## config.mk

```make
export PLATFORM = sky130hd
export DESIGN_NAME = regFile
export DESIGN_NICKNAME = d
export VERILOG_FILES = /design/src/rtl/coreTypes.sv /design/src/rtl/regFile.sv
export SDC_FILE = /design/constraint.sdc
export NUM_CORES = 2
export LEC_CHECK = 0
export BUFFER_PORTS_ARGS = -buffer_cell sky130_fd_sc_hd__buf_2
export CAP_MARGIN = 5
export CORE_UTILIZATION = 41
export DETAILED_ROUTE_END_ITERATION = 6
export PLACE_DENSITY_LB_ADDON = 0.1
export SETUP_SLACK_MARGIN = 0.05
export SLEW_MARGIN = 20
export SYNTH_ARGS = -nofsm -noshare
export SYNTH_HDL_FRONTEND = slang
export SYNTH_SLANG_ARGS = --single-unit
export TNS_END_PERCENT = 10
```

## constraint.sdc

```tcl
create_clock -name gclk -period 2.9 [get_ports gclk]
set_clock_uncertainty 0.2 [all_clocks]
set_input_delay 0.29 -clock gclk [delete_from_list [all_inputs] [get_ports gclk]]
set_output_delay 0.29 -clock gclk [all_outputs]
set_load 0.01 [all_outputs]
```

## src/rtl/coreTypes.sv

```systemverilog
package coreTypes;

  // Field widths of the instruction and datapath
  parameter int regAddrBits = 5;
  parameter int dataBits = 32;
  parameter int immBits = 11;

  // Register forms in 6'h10..6'h17, bit 3 set for the immediate form
  typedef enum logic [5:0] {
    opAdd    = 6'h10,
    opSub    = 6'h11,
    opAnd    = 6'h12,
    opOr     = 6'h13,
    opXor    = 6'h14,
    opShl    = 6'h15,
    opLoad   = 6'h16,
    opStore  = 6'h17,
    opAddI   = 6'h18,
    opSubI   = 6'h19,
    opAndI   = 6'h1A,
    opOrI    = 6'h1B,
    opXorI   = 6'h1C,
    opShlI   = 6'h1D,
    opLoadI  = 6'h1E,
    opStoreI = 6'h1F
  } opcodeT;

  typedef enum logic [2:0] {
    aluAdd = 3'd0,
    aluSub = 3'd1,
    aluAnd = 3'd2,
    aluOr  = 3'd3,
    aluXor = 3'd4,
    aluShl = 3'd5
  } aluFuncT;

  // Operand sources, srcImm only for operand B
  typedef enum logic [1:0] {
    srcReg = 2'd0,
    srcFwd = 2'd1,
    srcRes = 2'd2,
    srcImm = 2'd3
  } srcSelT;

endpackage

```

## src/rtl/regFile.sv

```systemverilog
`timescale 1ns/1ns

module regFile (
  input  logic                                gclk,
  input  logic                                reset,
  input  logic [coreTypes::regAddrBits-1:0]   rdAddrA,
  input  logic [coreTypes::regAddrBits-1:0]   rdAddrB,
  output logic [coreTypes::dataBits-1:0]      rdDataA,
  output logic [coreTypes::dataBits-1:0]      rdDataB,
  input  logic                                wrEn,
  input  logic [coreTypes::regAddrBits-1:0]   wrAddr,
  input  logic [coreTypes::dataBits-1:0]      wrData
);

  localparam int numRegs = 1 << coreTypes::regAddrBits;

  logic [coreTypes::dataBits-1:0] regs [numRegs];

  always_ff @(posedge gclk) begin
    if (reset) begin
      for (int i = 0; i < numRegs; i++) regs[i] <= '0;
    end else if (wrEn && wrAddr != '0) begin
      regs[wrAddr] <= wrData;
    end
  end

  // Register 0 is hardwired
  assign rdDataA = (rdAddrA == '0) ? '0 : regs[rdAddrA];
  assign rdDataB = (rdAddrB == '0) ? '0 : regs[rdAddrB];

endmodule

```

# == Word level (Yosys, flattened, before mapping) ==
# Memories as Yosys holds them, arrays and structs flattened.
# Cells that the tools add are included.
# classes
n_addsub,0
mux,10
reduce_logical,5
eq_ne,0
bitwise_logic,0
n_div,0
multipliers,0
n_lt_le_gt_ge,0
n_shift,0
# op_table
operator,count
$mux 32,3
$reduce_or 32->1,1
$logic_not 5->1,2
$mux 1,6
$mux 5,1
$reduce_bool 5->1,1
$logic_and 1x1->1,1
# totals
elab_cells,16
mem_bits_rw,1024
output_inout_bits,64
input_bits,50
latchBits,0
memories,1
rom_bits,0
register_bits,0
# memory_table
memory,depth,width,rd,rd_clocked_by_memory_dff,write_ports,line,source
regs,32,32,2,0,32,regFile.sv:17,logic [coreTypes::dataBits-1:0] regs [numRegs];

# == Depth between registers and ports, before layout ==
# logic_depth
word_depth,7
ltp_mapped,9
ltp_nobuf,4

# == Worst setup path after synthesis ==
# Ideal clock, no wire load.
# synth_path
path_kind,input to output
startpoint,input port rdAddrB[2] (netlist bit)
endpoint,output port rdDataB[15] (netlist bit)
arrival_ns,1.950
slack_ns,0.460
path_stages,7
required_ns,2.410
path_buffers,3
path_cell_list,buf_2 > buf_2 > buf_1 > mux4_2 > a22o_1 > a2111oi_1 > nor3_1
# synth_between
elab_chain_cells,2
word_cells_on_any_way,3
cone_classes,mux: 1; reduce/logical: 1; memory: 1
# synth_rtl
item,line,source
from (decl),regFile.sv:7,"input logic [coreTypes::regAddrBits-1:0] rdAddrB,"
$mem_v2 32x32 or $logic_not 5->1 (tied branches),--,
$mux 32 (*),regFile.sv:29,assign rdDataB = (rdAddrB == '0) ? '0 : regs[rdAddrB];
to (decl),regFile.sv:9,"output logic [coreTypes::dataBits-1:0] rdDataB,"
# Mark *: on every way between the ends. The rest lies on a longest branch, timed or not.

==> impl_metrics.env <==
export IMPL_avgRoutedWirePerCell_um=35.4
export IMPL_die_w_um=366
export IMPL_nNetsFinal=3837
export IMPL_min_period_ps=3290
export IMPL_netlist_instances=3502
export IMPL_dp_hpwl_um=128000
export IMPL_placed_cells=5410
export IMPL_relSlewSlack=0.383
export IMPL_grt_pass1_wl_um=279000
export IMPL_path_class="register to output pin"
export IMPL_cts_sinks=1024
export IMPL_worstPathRequired_ps=2410
export IMPL_p_leak_nw=22.7
export IMPL_grt_overflow_total=0
export IMPL_grt_pass1_vias=36601
export IMPL_vias=35067
export IMPL_ys_seq_area_frac=0.567
export IMPL_synth_distinct_cells=42
export IMPL_clkTransAtPathRegs_ps=60
export IMPL_ant_nets=0
export IMPL_mostFrequentLayoutCells="edfxtp_1 (1024), and2_1 (993), mux4_2 (472)"
export IMPL_syn_to_final_growth_pct=19.9
export IMPL_post_route_cells_drive_above_1_share=0.362
export IMPL_hold_ws_ps=19.2
export IMPL_irDropWorstVdd_mv=0.474
export IMPL_violations="design-rule violations, negative setup slack"
export IMPL_dieArea_mm2=0.134
export IMPL_first_iter_violations=4020
export IMPL_top_register="regs"
export IMPL_antenna_found_initial=14
export IMPL_syn_area_mm2=0.0543
export IMPL_status="finished with violations"
export IMPL_tightestPinTransition_ps=922
export IMPL_hold_path_class="input pin to register"
export IMPL_setup_viol=62
export IMPL_cts_buffer_depth=3
export IMPL_route_detailed_drc=4
export IMPL_synth_warnings=0
export IMPL_port_buffers=113
export IMPL_drv_cap=0
export IMPL_routed_wl_um=199000
export IMPL_start_util=0.413
export IMPL_worstPathArrival_ps=2800
export IMPL_globalplace_congestion=0.880
export IMPL_grt_max_degree=46
export IMPL_fillers=11036
export IMPL_top_regs="regs x1024"
export IMPL_timing_final_crit_share=1.13
export IMPL_coreArea_mm2=0.131
export IMPL_powerDensity_mw_per_mm2=568
export IMPL_cts_max_level=3
export IMPL_cts_buffers=115
export IMPL_largest_register_ffs=1024
export IMPL_rows=133
export IMPL_dr_pass1_iters=7
export IMPL_cp_end_kind="output pin"
export IMPL_synth_seq_cells=1024
export IMPL_rsz0062_at_grt="yes"
export IMPL_finalHoldViolations=0
export IMPL_cts_tree="done"
export IMPL_start_kind="register"
export IMPL_setup_ws_ps=-385
export IMPL_drv_slew=0
export IMPL_critPathMaxFanout=2
export IMPL_io_pins=114
export IMPL_max_freq_mhz=304
export IMPL_fin_cells=5637
export IMPL_via_per_inst=6.22
export IMPL_cts_root_buffer="clkbuf_16"
export IMPL_syn_area_per_cell_um2=15.5
export IMPL_die_h_um=366
export IMPL_grt_util_all_layers=0.296
export IMPL_final_common_cell="edfxtp_1"
==> metrics by stage <==
step / total power [mW] / instance area, um^2 / setup TNS, ps / util / setup WS, ps
after floorplan: 20.3 / 54400 / 0 / - / 460
after global placement: 22.6 / 59800 / -10270 / 0.455 / -649
after detailed placement: 22.7 / 59800 / -10590 / 0.455 / -619
after CTS: 37.0 / 64700 / -14910 / 0.493 / -423
after global routing: 37.8 / 65000 / -15240 / 0.495 / -409
final: 36.9 / 65100 / -11370 / 0.496 / -385
==> critical path, stage by stage (launching register included) <==
cell	delay, ps
edfxtp_1	390
mux4_2	520
mux4_2	620
o22ai_2	170
buf_4	150
nor3_4	50
buf_2	150
==> power breakdown <==
part,leakage [nW],internal (mW),switching [mW]
combinational,11.3,2.42,2.92
clock,1.71,7.92,6.10
sequential,9.75,17.1,0.455
==> area by class of cell <==
class                   instances  area, um^2  share of cell area
diodes                          5        12.5            0.000192
clock buffers                 142        3020              0.0464
clock inverters                65         477             0.00733
inverters                       2        7.51            0.000115
multi-input cells            2120       23500               0.361
flip-flops and latches       1024       30700               0.473
well taps                    1755        2200              0.0338
repair buffers                524        5090              0.0782
==> Yosys cell counts <==
library cell	instances	area, um^2
edfxtp_1	1024	30700
and2_1	995	6220
mux4_2	472	10600
clkbuf_1	271	1020
mux2i_1	150	1500
o22ai_1	103	644
nor3_1	54	270
a22o_1	51	447
buf_2	46	230
a2111oi_1	41	410
buf_4	38	285
nor2_1	36	135
or2_2	33	206
mux2_2	30	338
buf_6	21	236
a22oi_1	16	120
a2111oi_0	14	123
nor2b_1	14	87.6
a21oi_1	12	60.1
buf_1	11	41.3
a211oi_1	7	52.6
nand2_1	7	26.3
nor4_1	6	37.5
nand2b_1	5	31.3
nand3_1	5	25.0
nand3b_1	5	37.5
a221oi_1	4	35.0
a32o_1	4	40.0
o21ai_0	4	20.0
or3b_2	4	35.0
and3_1	3	18.8
a221o_1	2	20.0
inv_1	2	7.51
nand4bb_1	2	22.5
nor4b_1	2	17.5
or3_1	2	12.5
and4b_1	1	10.0
conb_1	1	3.75
nand4b_1	1	8.76
nor4b_2	1	15.0
o221ai_1	1	8.76
or4b_2	1	10.0
==> timing repair <==
item / in CTS / in global routing
pin swaps: 105 / 16
hold endpoints to repair: 281 / 0
endpoints found under the setup margin: 64 / 64
buffers inserted: 2 / 2
hold buffers: 17 / 0
gates resized for setup: 229 / 50
==> cells by family (layout without fill, tap and decap cells) <==
family,count (synthesis),in the layout,share of synthesized area
AND/OR/NAND/NOR,1177,1177,0.133
flip-flops,1024,1024,0.567
buffers and inverters,389,733,0.0335
AO/OA/AOI/OAI,259,259,0.0365
multiplexers,652,652,0.230
other,1,37,0.0000691
==> path summary, 6_finish.rpt <==
| check | from | to | slack [ps] | cells past startpoint |
|---|---|---|---|---|
| hold / removal | wrData[10] | regs[31][10] | 20 | 2 |
| setup / recovery | regs[28][16] | rdDataA[16] | -390 | 6 |
==> metal layers <==
metal,vias up,global-route usage,wire (um)
met5,-,0,86
met4,12,0.131,9470
met3,399,0.0462,15600
met2,1879,0.477,94700
met1,18603,0.397,79600
li1,14174,-,-
Note: power is estimated with default switching activity, not from simulation.
