$ cat src/rtl/coreTypes.sv
package coreTypes;

  // Field widths of the instruction and datapath
  parameter int regAddrBits = 5;
  parameter int dataBits = 32;
  parameter int immBits = 11;

  // Register forms in 6'h10..6'h17, bit 3 set for the immediate form
  typedef enum logic [5:0] {
    opAdd    = 6'h10,
    opSub    = 6'h11,
    opAnd    = 6'h12,
    opOr     = 6'h13,
    opXor    = 6'h14,
    opShl    = 6'h15,
    opLoad   = 6'h16,
    opStore  = 6'h17,
    opAddI   = 6'h18,
    opSubI   = 6'h19,
    opAndI   = 6'h1A,
    opOrI    = 6'h1B,
    opXorI   = 6'h1C,
    opShlI   = 6'h1D,
    opLoadI  = 6'h1E,
    opStoreI = 6'h1F
  } opcodeT;

  typedef enum logic [2:0] {
    aluAdd = 3'd0,
    aluSub = 3'd1,
    aluAnd = 3'd2,
    aluOr  = 3'd3,
    aluXor = 3'd4,
    aluShl = 3'd5
  } aluFuncT;

  // Operand sources, srcImm only for operand B
  typedef enum logic [1:0] {
    srcReg = 2'd0,
    srcFwd = 2'd1,
    srcRes = 2'd2,
    srcImm = 2'd3
  } srcSelT;

endpackage

$ cat src/rtl/instrDecode.sv
`timescale 1ns/1ns

module instrDecode (
  input  logic                                gclk,
  input  logic                                reset,
  input  logic [coreTypes::dataBits-1:0]      instr,
  input  logic                                instrValid,
  output logic                                instrReady,
  output logic [coreTypes::regAddrBits-1:0]   rdAddrA,
  output logic [coreTypes::regAddrBits-1:0]   rdAddrB,
  output coreTypes::aluFuncT                  exFunc,
  output coreTypes::srcSelT                   exSelA,
  output coreTypes::srcSelT                   exSelB,
  output logic [coreTypes::dataBits-1:0]      exImm,
  output logic [coreTypes::regAddrBits-1:0]   exDest,
  output logic                                exWe,
  output logic                                exLoad,
  output logic                                exStore,
  input  logic [coreTypes::regAddrBits-1:0]   resDest,
  input  logic                                resWe
);

  logic [coreTypes::dataBits-1:0] dInst;  // Instruction register
  logic dValid;

  logic [5:0] dOpc;
  logic [coreTypes::regAddrBits-1:0] dRd, dRa, dRb;
  logic [coreTypes::immBits-1:0] dAlt;

  assign {dOpc, dRd, dRa, dRb, dAlt} = dInst;

  coreTypes::opcodeT dBase;  // Opcode folded onto its register form
  logic dKnown, dImm, dLoad, dStore, usesRb, stall;
  coreTypes::aluFuncT dFunc;
  coreTypes::srcSelT dSelA, dSelB;

  assign dBase  = coreTypes::opcodeT'({dOpc[5:4], 1'b0, dOpc[2:0]});
  assign dKnown = dValid && (dOpc[5:4] == 2'b01);  // Anything else is a no-op
  assign dImm   = dOpc[3];
  assign dLoad  = dKnown && (dBase == coreTypes::opLoad);
  assign dStore = dKnown && (dBase == coreTypes::opStore);
  assign usesRb = !dImm || dStore;  // Stores always read rb as data

  always_comb begin
    case (dBase)
      coreTypes::opSub: dFunc = coreTypes::aluSub;
      coreTypes::opAnd: dFunc = coreTypes::aluAnd;
      coreTypes::opOr:  dFunc = coreTypes::aluOr;
      coreTypes::opXor: dFunc = coreTypes::aluXor;
      coreTypes::opShl: dFunc = coreTypes::aluShl;
      default:          dFunc = coreTypes::aluAdd;  // Add, load and store address
    endcase
  end

  // Youngest writer wins
  function automatic coreTypes::srcSelT pickSrc(input logic [coreTypes::regAddrBits-1:0] r);
    logic nonZero;
    nonZero = (r != '0);
    if (nonZero && exWe && exDest == r)
      return coreTypes::srcFwd;
    else if (nonZero && resWe && resDest == r)
      return coreTypes::srcRes;
    else
      return coreTypes::srcReg;
  endfunction

  always_comb begin
    dSelA = pickSrc(dRa);
    dSelB = (dImm && !dStore) ? coreTypes::srcImm : pickSrc(dRb);
  end

  // Load in execute feeding this instruction
  assign stall = dKnown && exLoad && exWe && (exDest != '0) &&
                 ((exDest == dRa) || (usesRb && exDest == dRb));

  assign instrReady = !stall;
  assign rdAddrA = dRa;
  assign rdAddrB = dRb;

  always_ff @(posedge gclk) begin
    if (reset) begin
      dValid <= 1'b0;
    end else if (!stall) begin
      dValid <= instrValid;
      if (instrValid) dInst <= instr;
    end
  end

  // Execute control takes a bubble while stalled
  always_ff @(posedge gclk) begin
    if (reset) begin
      exWe    <= 1'b0;
      exLoad  <= 1'b0;
      exStore <= 1'b0;
    end else begin
      exWe    <= dKnown && !stall && !dStore && (dRd != '0);
      exLoad  <= dLoad && !stall;
      exStore <= dStore && !stall;
    end
  end

  always_ff @(posedge gclk) begin
    exFunc <= dFunc;
    exSelA <= dSelA;
    exSelB <= dSelB;
    exImm  <= {{(coreTypes::dataBits-coreTypes::immBits){dAlt[coreTypes::immBits-1]}}, dAlt};
    exDest <= dRd;
  end

endmodule

$ cat config.mk
export PLATFORM = sky130hd
export DESIGN_NAME = instrDecode
export DESIGN_NICKNAME = d
export VERILOG_FILES = /design/src/rtl/coreTypes.sv /design/src/rtl/instrDecode.sv
export SDC_FILE = /design/constraint.sdc
export NUM_CORES = 1
export LEC_CHECK = 0
export ABC_AREA = 1
export BUFFER_PORTS_ARGS = -buffer_cell sky130_fd_sc_hd__buf_2
export CAP_MARGIN = 0
export CORE_UTILIZATION = 50
export DETAILED_ROUTE_END_ITERATION = 8
export PLACE_DENSITY = 0.83
export SLEW_MARGIN = 20
export SYNTH_ARGS = -nofsm -noshare
export SYNTH_HDL_FRONTEND = slang
export SYNTH_SLANG_ARGS = --single-unit
$ cat constraint.sdc
create_clock -name gclk -period 4.7 [get_ports gclk]
set_input_delay 0.47 -clock gclk [delete_from_list [all_inputs] [get_ports gclk]]
set_output_delay 0.47 -clock gclk [all_outputs]
set_load 0.02 [all_outputs]
==> Word-level counts from Yosys, hierarchy flattened <==
Index checks and enable logic that the tools add are counted.
{ "op_classes": {"add_sub_neg": 0, "n_mul": 0, "div": 0, "order_cmp": 0, "n_eq_ne": 12, "n_shift": 0, "n_mux": 4, "bitwise": 2, "reduce_logical": 33} }
{ "ops": {"columns": ["op", "count"], "rows": [
  ["$eq A5 B4 Y1 const B", 7],
  ["$logic_and A1 B1 Y1", 22],
  ["$eq A5 B5 Y1", 4],
  ["$reduce_bool A5 Y1", 4],
  ["$pmux W3 S5", 1],
  ["$mux W2", 3],
  ["$logic_not A1 Y1", 3],
  ["$reduce_and A3 Y1", 1],
  ["$eq A2 B1 Y1 const B", 1],
  ["$logic_or A1 B1 Y1", 2],
  ["$not A1 Y1", 2],
  ["$reduce_or A2 Y1", 1]
]} }
{ "word_totals": {"ff_bits": 59, "latchBits": 0, "ramBits": 0, "romBits": 0, "out_inout_bits": 58, "wordCells": 62, "mem_count": 0} }

==> Longest topological paths before layout <==
Gate-level depths: netlist (run 1).
{ "logic_depth": {"word_depth": 11, "depth_mapped": 10, "ltp_nobuf": 10} }

==> Worst setup path after synthesis (run 1) <==
OpenSTA, ideal clock, no wires.
{ "synth_path": {"path_kind": "register -> register", "start": "register exDest[1] (netlist bit)", "end": "register dInst[0] (netlist bit) (enable)", "arrival_time_ns": 1.679, "t_required_ns": 4.313, "slack_ns": 2.634, "stages_incl_launch_ff": 11, "n_path_buf": 0, "period_less_slack_ns": 2.066, "cell_sequence": "dfxtp_1 inv_1 nand2_1 nand2_1 nand2_1 nor2_2 nand3_4 nand2_4 nand2_4 nand2_4 inv_1"} }
{ "synth_via": {"elab_chain_cells": 6} }
{ "synth_lines": {"columns": ["item", "line_no", "source"], "rows": [
  ["start, declared", "instrDecode.sv:15", "output logic [coreTypes::regAddrBits-1:0] exDest,"],
  ["start signal, assigned", "instrDecode.sv:107", "exDest <= dRd;"],
  ["$eq A5 B5 Y1", "instrDecode.sv:74", "((exDest == dRa) || (usesRb && exDest == dRb));"],
  ["$logic_and A1 B1 Y1", "instrDecode.sv:74", null],
  ["$logic_or A1 B1 Y1", "instrDecode.sv:74", null],
  ["$logic_and A1 B1 Y1 *", "instrDecode.sv:73", "assign stall = dKnown && exLoad && exWe && (exDest != '0) &&"],
  ["$not A1 Y1 (no line) *", null, null],
  ["$reduce_and A3 Y1 (no line) *", null, null],
  ["end signal, assigned", "instrDecode.sv:85", "if (instrValid) dInst <= instr;"],
  ["end, declared", "instrDecode.sv:23", "logic [coreTypes::dataBits-1:0] dInst;"]
]} }
Mark *: on every way between the ends. The rest lies on a longest branch, timed or not.
A chain may end at the register's enable or synchronous reset.

==> Worst setup path after layout (run 1) <==
{ "layout_path": {"start": "register dInst[31] (netlist bit)", "end": "output port instrReady"} }
{ "layout_via": {"elab_chain_cells": 8} }
{ "layout_lines": {"columns": ["item", "line_no", "source"], "rows": [
  ["$eq A2 B1 Y1", "instrDecode.sv:38", "assign dKnown = dValid && (dOpc[5:4] == 2'b01);"],
  ["$logic_and A1 B1 Y1", "instrDecode.sv:38", null],
  ["$logic_and A1 B1 Y1", "instrDecode.sv:41", "assign dStore = dKnown && (dBase == coreTypes::opStore);"],
  ["$logic_or A1 B1 Y1", "instrDecode.sv:42", "assign usesRb = !dImm || dStore;"],
  ["$logic_and A1 B1 Y1", "instrDecode.sv:74", null],
  ["$logic_or A1 B1 Y1", "instrDecode.sv:74", null],
  ["$logic_and A1 B1 Y1 *", "instrDecode.sv:73", null],
  ["$logic_not A1 Y1 *", "instrDecode.sv:76", "assign instrReady = !stall;"],
  ["end, declared", "instrDecode.sv:8", "output logic instrReady,"]
]} }
Marked as above.

==> flow_metrics.tcl, run 1 <==
set metrics [dict create \
    status "finished clean" \
    syn_area_per_cell_um2 12.1 \
    synth-edff-count 32 \
    place_ws_ps 2810 \
    worstPathMaxFanout 5 \
    seqPwrFrac_pct 49.3 \
    critPathKind "flop to output pin" \
    die_w_um 70.3 \
    viasPerCell 4.77 \
    grt_max_degree 33 \
    synth_nets 234 \
    setup_violations 0 \
    cts_resized 0 \
    cp.required_ps 4230 \
    drive_gt1_share_pct 47.5 \
    nNetsFinal 312 \
    place.gp.congestion 0.933 \
    p_sw_uw 251 \
    maxSlewViolCount 0 \
    cts_hold_buf 0 \
    p_sw_share_pct 21.4 \
    fin_crit_ps 2070 \
    rsz0062_at_grt "false" \
    port_buffers 98 \
    synthArstFlopShare_pct 0 \
    synthDominantCellAreaShare_pct 41.2 \
    worstSkewPairLatency_ps 320 \
    drc 0 \
    yosysWarnings 0 \
    synth.top_cells.by_count "edfxtp_1 (32), buf_4 (31), dfxtp_1 (27)" \
    tns_ps 0 \
    p_per_area_mw_per_mm2 408 \
    dr.pass1.iters 4 \
    cts_made_buffers 9 \
    n_antenna_cell 0 \
    postSynthCellCount 193 \
    max_slew_margin_pct 57.6 \
    root_buffer "clkbuf_8" \
    finClkSkew_ps 8.39 \
    p_comb_share_pct 7.7 \
    core_area_mm2 0.00441 \
    ios 99 \
    antenna_found_initial 0 \
    syn2layout_area_growth_pct 23.6 \
    pwr-share-clk_pct 42.9 \
    wire_per_inst_um 13.0 \
    die_height_um 70.3 \
    internal_power_uw 924 \
    drtIter0Drc 80 \
    yosysTopAreaCell "edfxtp_1" \
    post_cts_buffers 0 \
    grt_pass1_wl_um 6560 \
    synth-seq-area-share_pct 64.4 \
    syn_area_mm2 0.00233 \
    rows 24 \
    overflow 0 \
    maxCapViolations 0 \
    fin_ws_ps 2630 \
    drt-total-wl_um 4280 \
    grt_pass1_vias 1483 \
    start_util_pct 52.8 \
    final_antenna_net_count 0 \
    ys_seq_elements 59 \
    cp-start-kind "flop" \
    hp-class "input port to flop" \
    htreeDepth 3 \
    fmax_mhz 483 \
    fin_crit_sh_pct 44.0 \
    leakagePower_nw 1.32 \
    ys_types 27 \
    cts_tree "yes" \
    synth_flop_cell "edfxtp_1" \
    peakVddDrop_mv 0.314 \
    endpoint_kind "output pin" \
    dp_hpwl_um 3170 \
    dieArea_mm2 0.00494 \
    multi_input_area_um2 522 \
    cts.sinks 59 \
    worst_pin_slew_ps 635 \
    synth_most_common_cell "edfxtp_1" \
    cp.arrival_ps 1600 \
    grt_use_total_pct 18.0 \
    synthTopCellsByArea "edfxtp_1 (41%), dfxtp_1 (23%), buf_4 (10%), nand2_1 (3.2%), inv_1 (3.1%)" \
    fillers 343 \
    hold_violations 0 \
    final_util_pct 65.2 \
    num_vias 1563 \
    clkTransAtPathRegs_ps 70 \
    clockBufferDepth 2 \
    regArea_mm2 0.00150 \
]
-- cell families after synthesis --
family	synth area share, %
flops	64.4
compound gates	3.44
xor+xnor	3.38
buf+inv	13.2
simple gates	15.6
-- stage by stage --
step           power, mW  area, µm²  hold WS (ps)  cells
2_1_floorplan      0.653       2330           323    193
3_3_place_gp       0.679       2650           325    312
3_5_place_dp       0.681       2650           327    312
4_1_cts             1.19       2880           301    328
5_1_grt             1.22       2880           295    328
6_report            1.17       2880           322    328
-- per-layer routing --
metal  GRT usage (%)  vias to the layer above  wire length, µm
met1            20.5                      701             1640
met4            8.89                        0               87
met2            29.3                       86             2150
li1                -                      764                -
met3            7.22                       12              400
met5               0                        -                0
-- cells in the final DEF (no fill, tap or decap), types with 2 or more instances in the layout --
master / instances
a21oi_1: 2
buf_2: 98
bufinv_16: 2
clkbuf_8: 11
clkinv_1: 2
dfxtp_1: 27
edfxtp_1: 32
inv_1: 18
inv_2: 2
nand2_1: 20
nand2_2: 3
nand2_4: 4
nand3_1: 7
nand3_4: 2
nand4_1: 4
nor2_1: 9
nor2_2: 2
nor2_4: 2
nor3_1: 5
nor4_1: 3
o21ai_0: 2
o22ai_1: 3
xnor2_1: 3
xor2_1: 6
-- cell type report --
class	instances	area share, %
clock buffers	11	5.26
clock inverters	5	2.61
inverters	20	2.61
multi-input cells	83	18.1
flip-flops and latches	59	52.1
well taps	52	2.26
repair buffers	98	17.0
-- sequential cells by signal (all words and copies together) (netlist names) --
| signal | count |
|---|---|
| dValid | 1 |
| exDest | 5 |
| exImm | 11 |
| exLoad | 1 |
| exWe | 1 |
| exStore | 1 |
| exSelA | 2 |
| exFunc | 3 |
| exSelB | 2 |
| dInst | 32 |
-- power groups by stage --
stage | combinational [mW] | sequential (mW) | clock [mW]
after floorplan | 0.0566 | 0.597 | 0
after global placement | 0.0895 | 0.589 | 0
after detailed placement | 0.0913 | 0.590 | 0
after CTS | 0.0915 | 0.579 | 0.518
after global routing | 0.0977 | 0.581 | 0.540
final | 0.0910 | 0.579 | 0.504
-- path summary, 6_finish.rpt --
check	from	to	slack (ps)	cells after the start
worst max-delay path	dInst[31]	instrReady	2630	5
worst min-delay path	instr[7]	dInst[7]	320	1
worst max register to register	dInst[27]	dInst[11]	2820	9
worst min register to register	dInst[0]	exImm[0]	340	0
-- critical path: stages, from the launching register on --
cell	delay, ps
edfxtp_1	490
nor2_4	200
nand3_1	140
a21oi_4	200
nand2_4	90
buf_2	160
(Power assumes the default switching activity.)
==> inputs of run 2 (changes only) <==
--- a/config.mk
+++ b/config.mk
@@ -5,12 +5,12 @@
 export SDC_FILE = /design/constraint.sdc
 export NUM_CORES = 1
 export LEC_CHECK = 0
-export ABC_AREA = 1
+export ABC_AREA = 0
 export BUFFER_PORTS_ARGS = -buffer_cell sky130_fd_sc_hd__buf_2
 export CAP_MARGIN = 0
-export CORE_UTILIZATION = 50
+export CORE_UTILIZATION = 46
 export DETAILED_ROUTE_END_ITERATION = 8
-export PLACE_DENSITY = 0.83
+export PLACE_DENSITY = 0.78
 export SLEW_MARGIN = 20
 export SYNTH_ARGS = -nofsm -noshare
 export SYNTH_HDL_FRONTEND = slang
==> constraint.sdc (replaced) <==
create_clock -name gclk -period 2.1 [get_ports gclk]
set_input_delay 0.21 -clock gclk [delete_from_list [all_inputs] [get_ports gclk]]
set_output_delay 0.21 -clock gclk [all_outputs]
set_load 0.02 [all_outputs]
==> run 2 against run 1 <==
The run now ends with negative setup slack left. Clock skew decreased by 2.9 ps. First-iteration DRC count decreased by 45%. Synthesized cell count decreased by 19%. Die area increased by 3.9%. Critical path type unchanged.
==> flow_metrics.tcl, run 2 <==
set metrics [dict create \
    status "complete, but fails checks" \
    failed_checks "negative setup slack" \
    grt_max_degree 30 \
    ys_seq_elements 59 \
    cp.arrival_ps 1960 \
    largest_reg_flops 32 \
    place_ws_ps -26.8 \
    crit_buf_inv 2 \
    drtIter0Drc 44 \
    syn2layout_area_growth_pct 36.2 \
    synth-edff-count 32 \
    p_comb_share_pct 11.4 \
    synthArstFlopShare_pct 0 \
    grt_use_total_pct 15.4 \
    internal_power_mw 2.22 \
    grt_pass1_vias 1311 \
    cp_cell_sequence "xnor2_2 > nand3_2 > a2111oi_4 > buf_4 > nor2_4 > buf_6" \
    synth-seq-area-share_pct 67.3 \
    viasPerCell 4.80 \
    root_buffer "clkbuf_8" \
    fin_ws_ps -67.2 \
    final_cell_mix "buf_2 (97), edfxtp_1 (32), dfxtp_1 (25), buf_4 (12), xnor2_1 (11)" \
    drt-total-wl_um 4280 \
    core_area_mm2 0.00450 \
    wire_per_inst_um 13.9 \
    synthDominantCellAreaShare_pct 43.1 \
    die_w_um 71.6 \
    placed_area_mm2 0.00264 \
    p_sw_share_pct 22.3 \
    dp_hpwl_um 2800 \
    setup_violations 33 \
    die_height_um 71.6 \
    grt_pass1_wl_um 5750 \
    critPathMaxStageDelay_ps 490 \
    overflow 0 \
    cts.sinks 59 \
    cts_tree "yes" \
    endpoint_kind "output pin" \
    htreeDepth 3 \
    dieArea_mm2 0.00513 \
    pwr-share-clk_pct 41.7 \
    syn_area_mm2 0.00223 \
    clkTransAtPathRegs_ps 60 \
    hold_violations 0 \
    fin_crit_ps 2170 \
    max_slew_margin_pct 70.5 \
    fin_total_pwr_mw 2.86 \
    fin_crit_sh_pct 103 \
    ios 99 \
    place.gp.congestion 0.819 \
    dr.pass1.iters 4 \
    p_per_area_mw_per_mm2 940 \
    worstSkewPairLatency_ps 320 \
    critPathKind "flop to output pin" \
    synthTopCellsByArea "edfxtp_1 (43%), dfxtp_1 (24%), buf_4 (10%), xnor2_1 (5.5%), xor2_1 (2.0%)" \
    yosysWarnings 0 \
    start_util_pct 49.5 \
    hp-class "input port to flop" \
    leakagePower_nw 1.31 \
    synth_flop_cell "edfxtp_1" \
    design_area_mm2 0.00304 \
    finClkSkew_ps 5.46 \
    rows 24 \
    seqPwrFrac_pct 46.8 \
    final_util_pct 67.5 \
    synth_most_common_cell "edfxtp_1" \
    antenna_found_initial 0 \
    final_antenna_net_count 0 \
    drc 0 \
    num_vias 1482 \
    cts_hold_buf 0 \
    critPathTopFamily "flip-flops" \
    fmax_mhz 461 \
    worst_pin_slew_ps 442 \
    cp_slowest_cell "edfxtp_1" \
    rsz0062_at_grt "true" \
    maxSlewViolCount 0 \
    postSynthCellCount 156 \
    maxCapViolations 0 \
    regMostFlops "dInst" \
    syn_area_per_cell_um2 14.3 \
    port_buffers 98 \
    layout_commonest_cell "buf_2" \
    worstPathMaxFanout 4 \
    reg_top3 "dInst x32, exImm x11, exDest x5" \
    drive_gt1_share_pct 56.0 \
    whs_ps 57.3 \
    cts_made_buffers 9 \
    yosysTopAreaCell "edfxtp_1" \
    p_sw_uw 636 \
    ys_types 28 \
    cp-start-kind "flop" \
    cp.required_ps 1890 \
    nNetsFinal 293 \
    clockBufferDepth 2 \
    n_antenna_cell 0 \
    peakVddDrop_mv 0.754 \
    synth.top_cells.by_count "edfxtp_1 (32), buf_4 (31), dfxtp_1 (27)" \
    synth_nets 197 \
]
[run 2: repair_timing]
| action | in CTS | in global routing |
|---|---|---|
| pin swaps | 4 | 3 |
| setup buffers | 2 | 5 |
| endpoints found under the setup margin | 30 | 30 |
| hold endpoints to repair | 0 | 0 |
| resized for setup | 7 | 5 |
| gates cloned | 0 | 3 |
[run 2: final cells by class]
cell class | count | area, µm²
sequential | 59 | 1510
fill | 323 | 1470
timing repair buffer | 116 | 691
multi-input combinational | 64 | 537
clock buffer | 11 | 131
clock inverter | 5 | 101
tap | 52 | 65.1
inverter | 2 | 7.51
[run 2: final timing paths]
path                  start         end  slack [ps]  depth (start not counted)
setup / recovery  dInst[15]  instrReady         -70                          6
hold reg to reg    dInst[4]    exImm[4]         340                          0
setup reg to reg  exDest[2]   dInst[21]         -50                          6
hold / removal     instr[8]    dInst[8]          60                          1
[run 2: power groups by stage]
stage	sequential, mW	combinational [mW]	clock [mW]
6_report	1.34	0.327	1.19
5_1_grt	1.34	0.348	1.27
4_1_cts	1.34	0.292	1.22
3_5_place_dp	1.36	0.291	0
3_3_place_gp	1.36	0.287	0
2_1_floorplan	1.39	0.178	0
[run 2: kinds of logic (layout without fill, tap and decap cells)]
family / after synthesis / after routing / share of synthesized area [%]
flip-flops: 59 / 59 / 67.3
AND/OR/NAND/NOR: 37 / 37 / 10.1
buffers and inverters: 33 / 134 / 10.8
XOR/XNOR: 19 / 19 / 7.46
AO/OA/AOI/OAI: 8 / 8 / 4.38
[run 2: per-stage QoR]
| step | setup TNS (ps) | cells |
|---|---|---|
| 6_report | -1110 | 309 |
| 5_1_grt | -2130 | 309 |
| 4_1_cts | -413 | 301 |
| 3_5_place_dp | -754 | 283 |
| 3_3_place_gp | -205 | 283 |
| 2_1_floorplan | -24230 | 156 |
[run 2: per-layer routing]
metal  part of all wire (%)  GRT usage [%]  up-vias  routed length (µm)
met2                     53           26.8       71                2260
met5                      0              0        -                   0
met4                   0.86           6.54        0                  37
li1                       -              -      715                   -
met1                     39           15.5      691                1670
met3                    7.4           7.88        5                 318
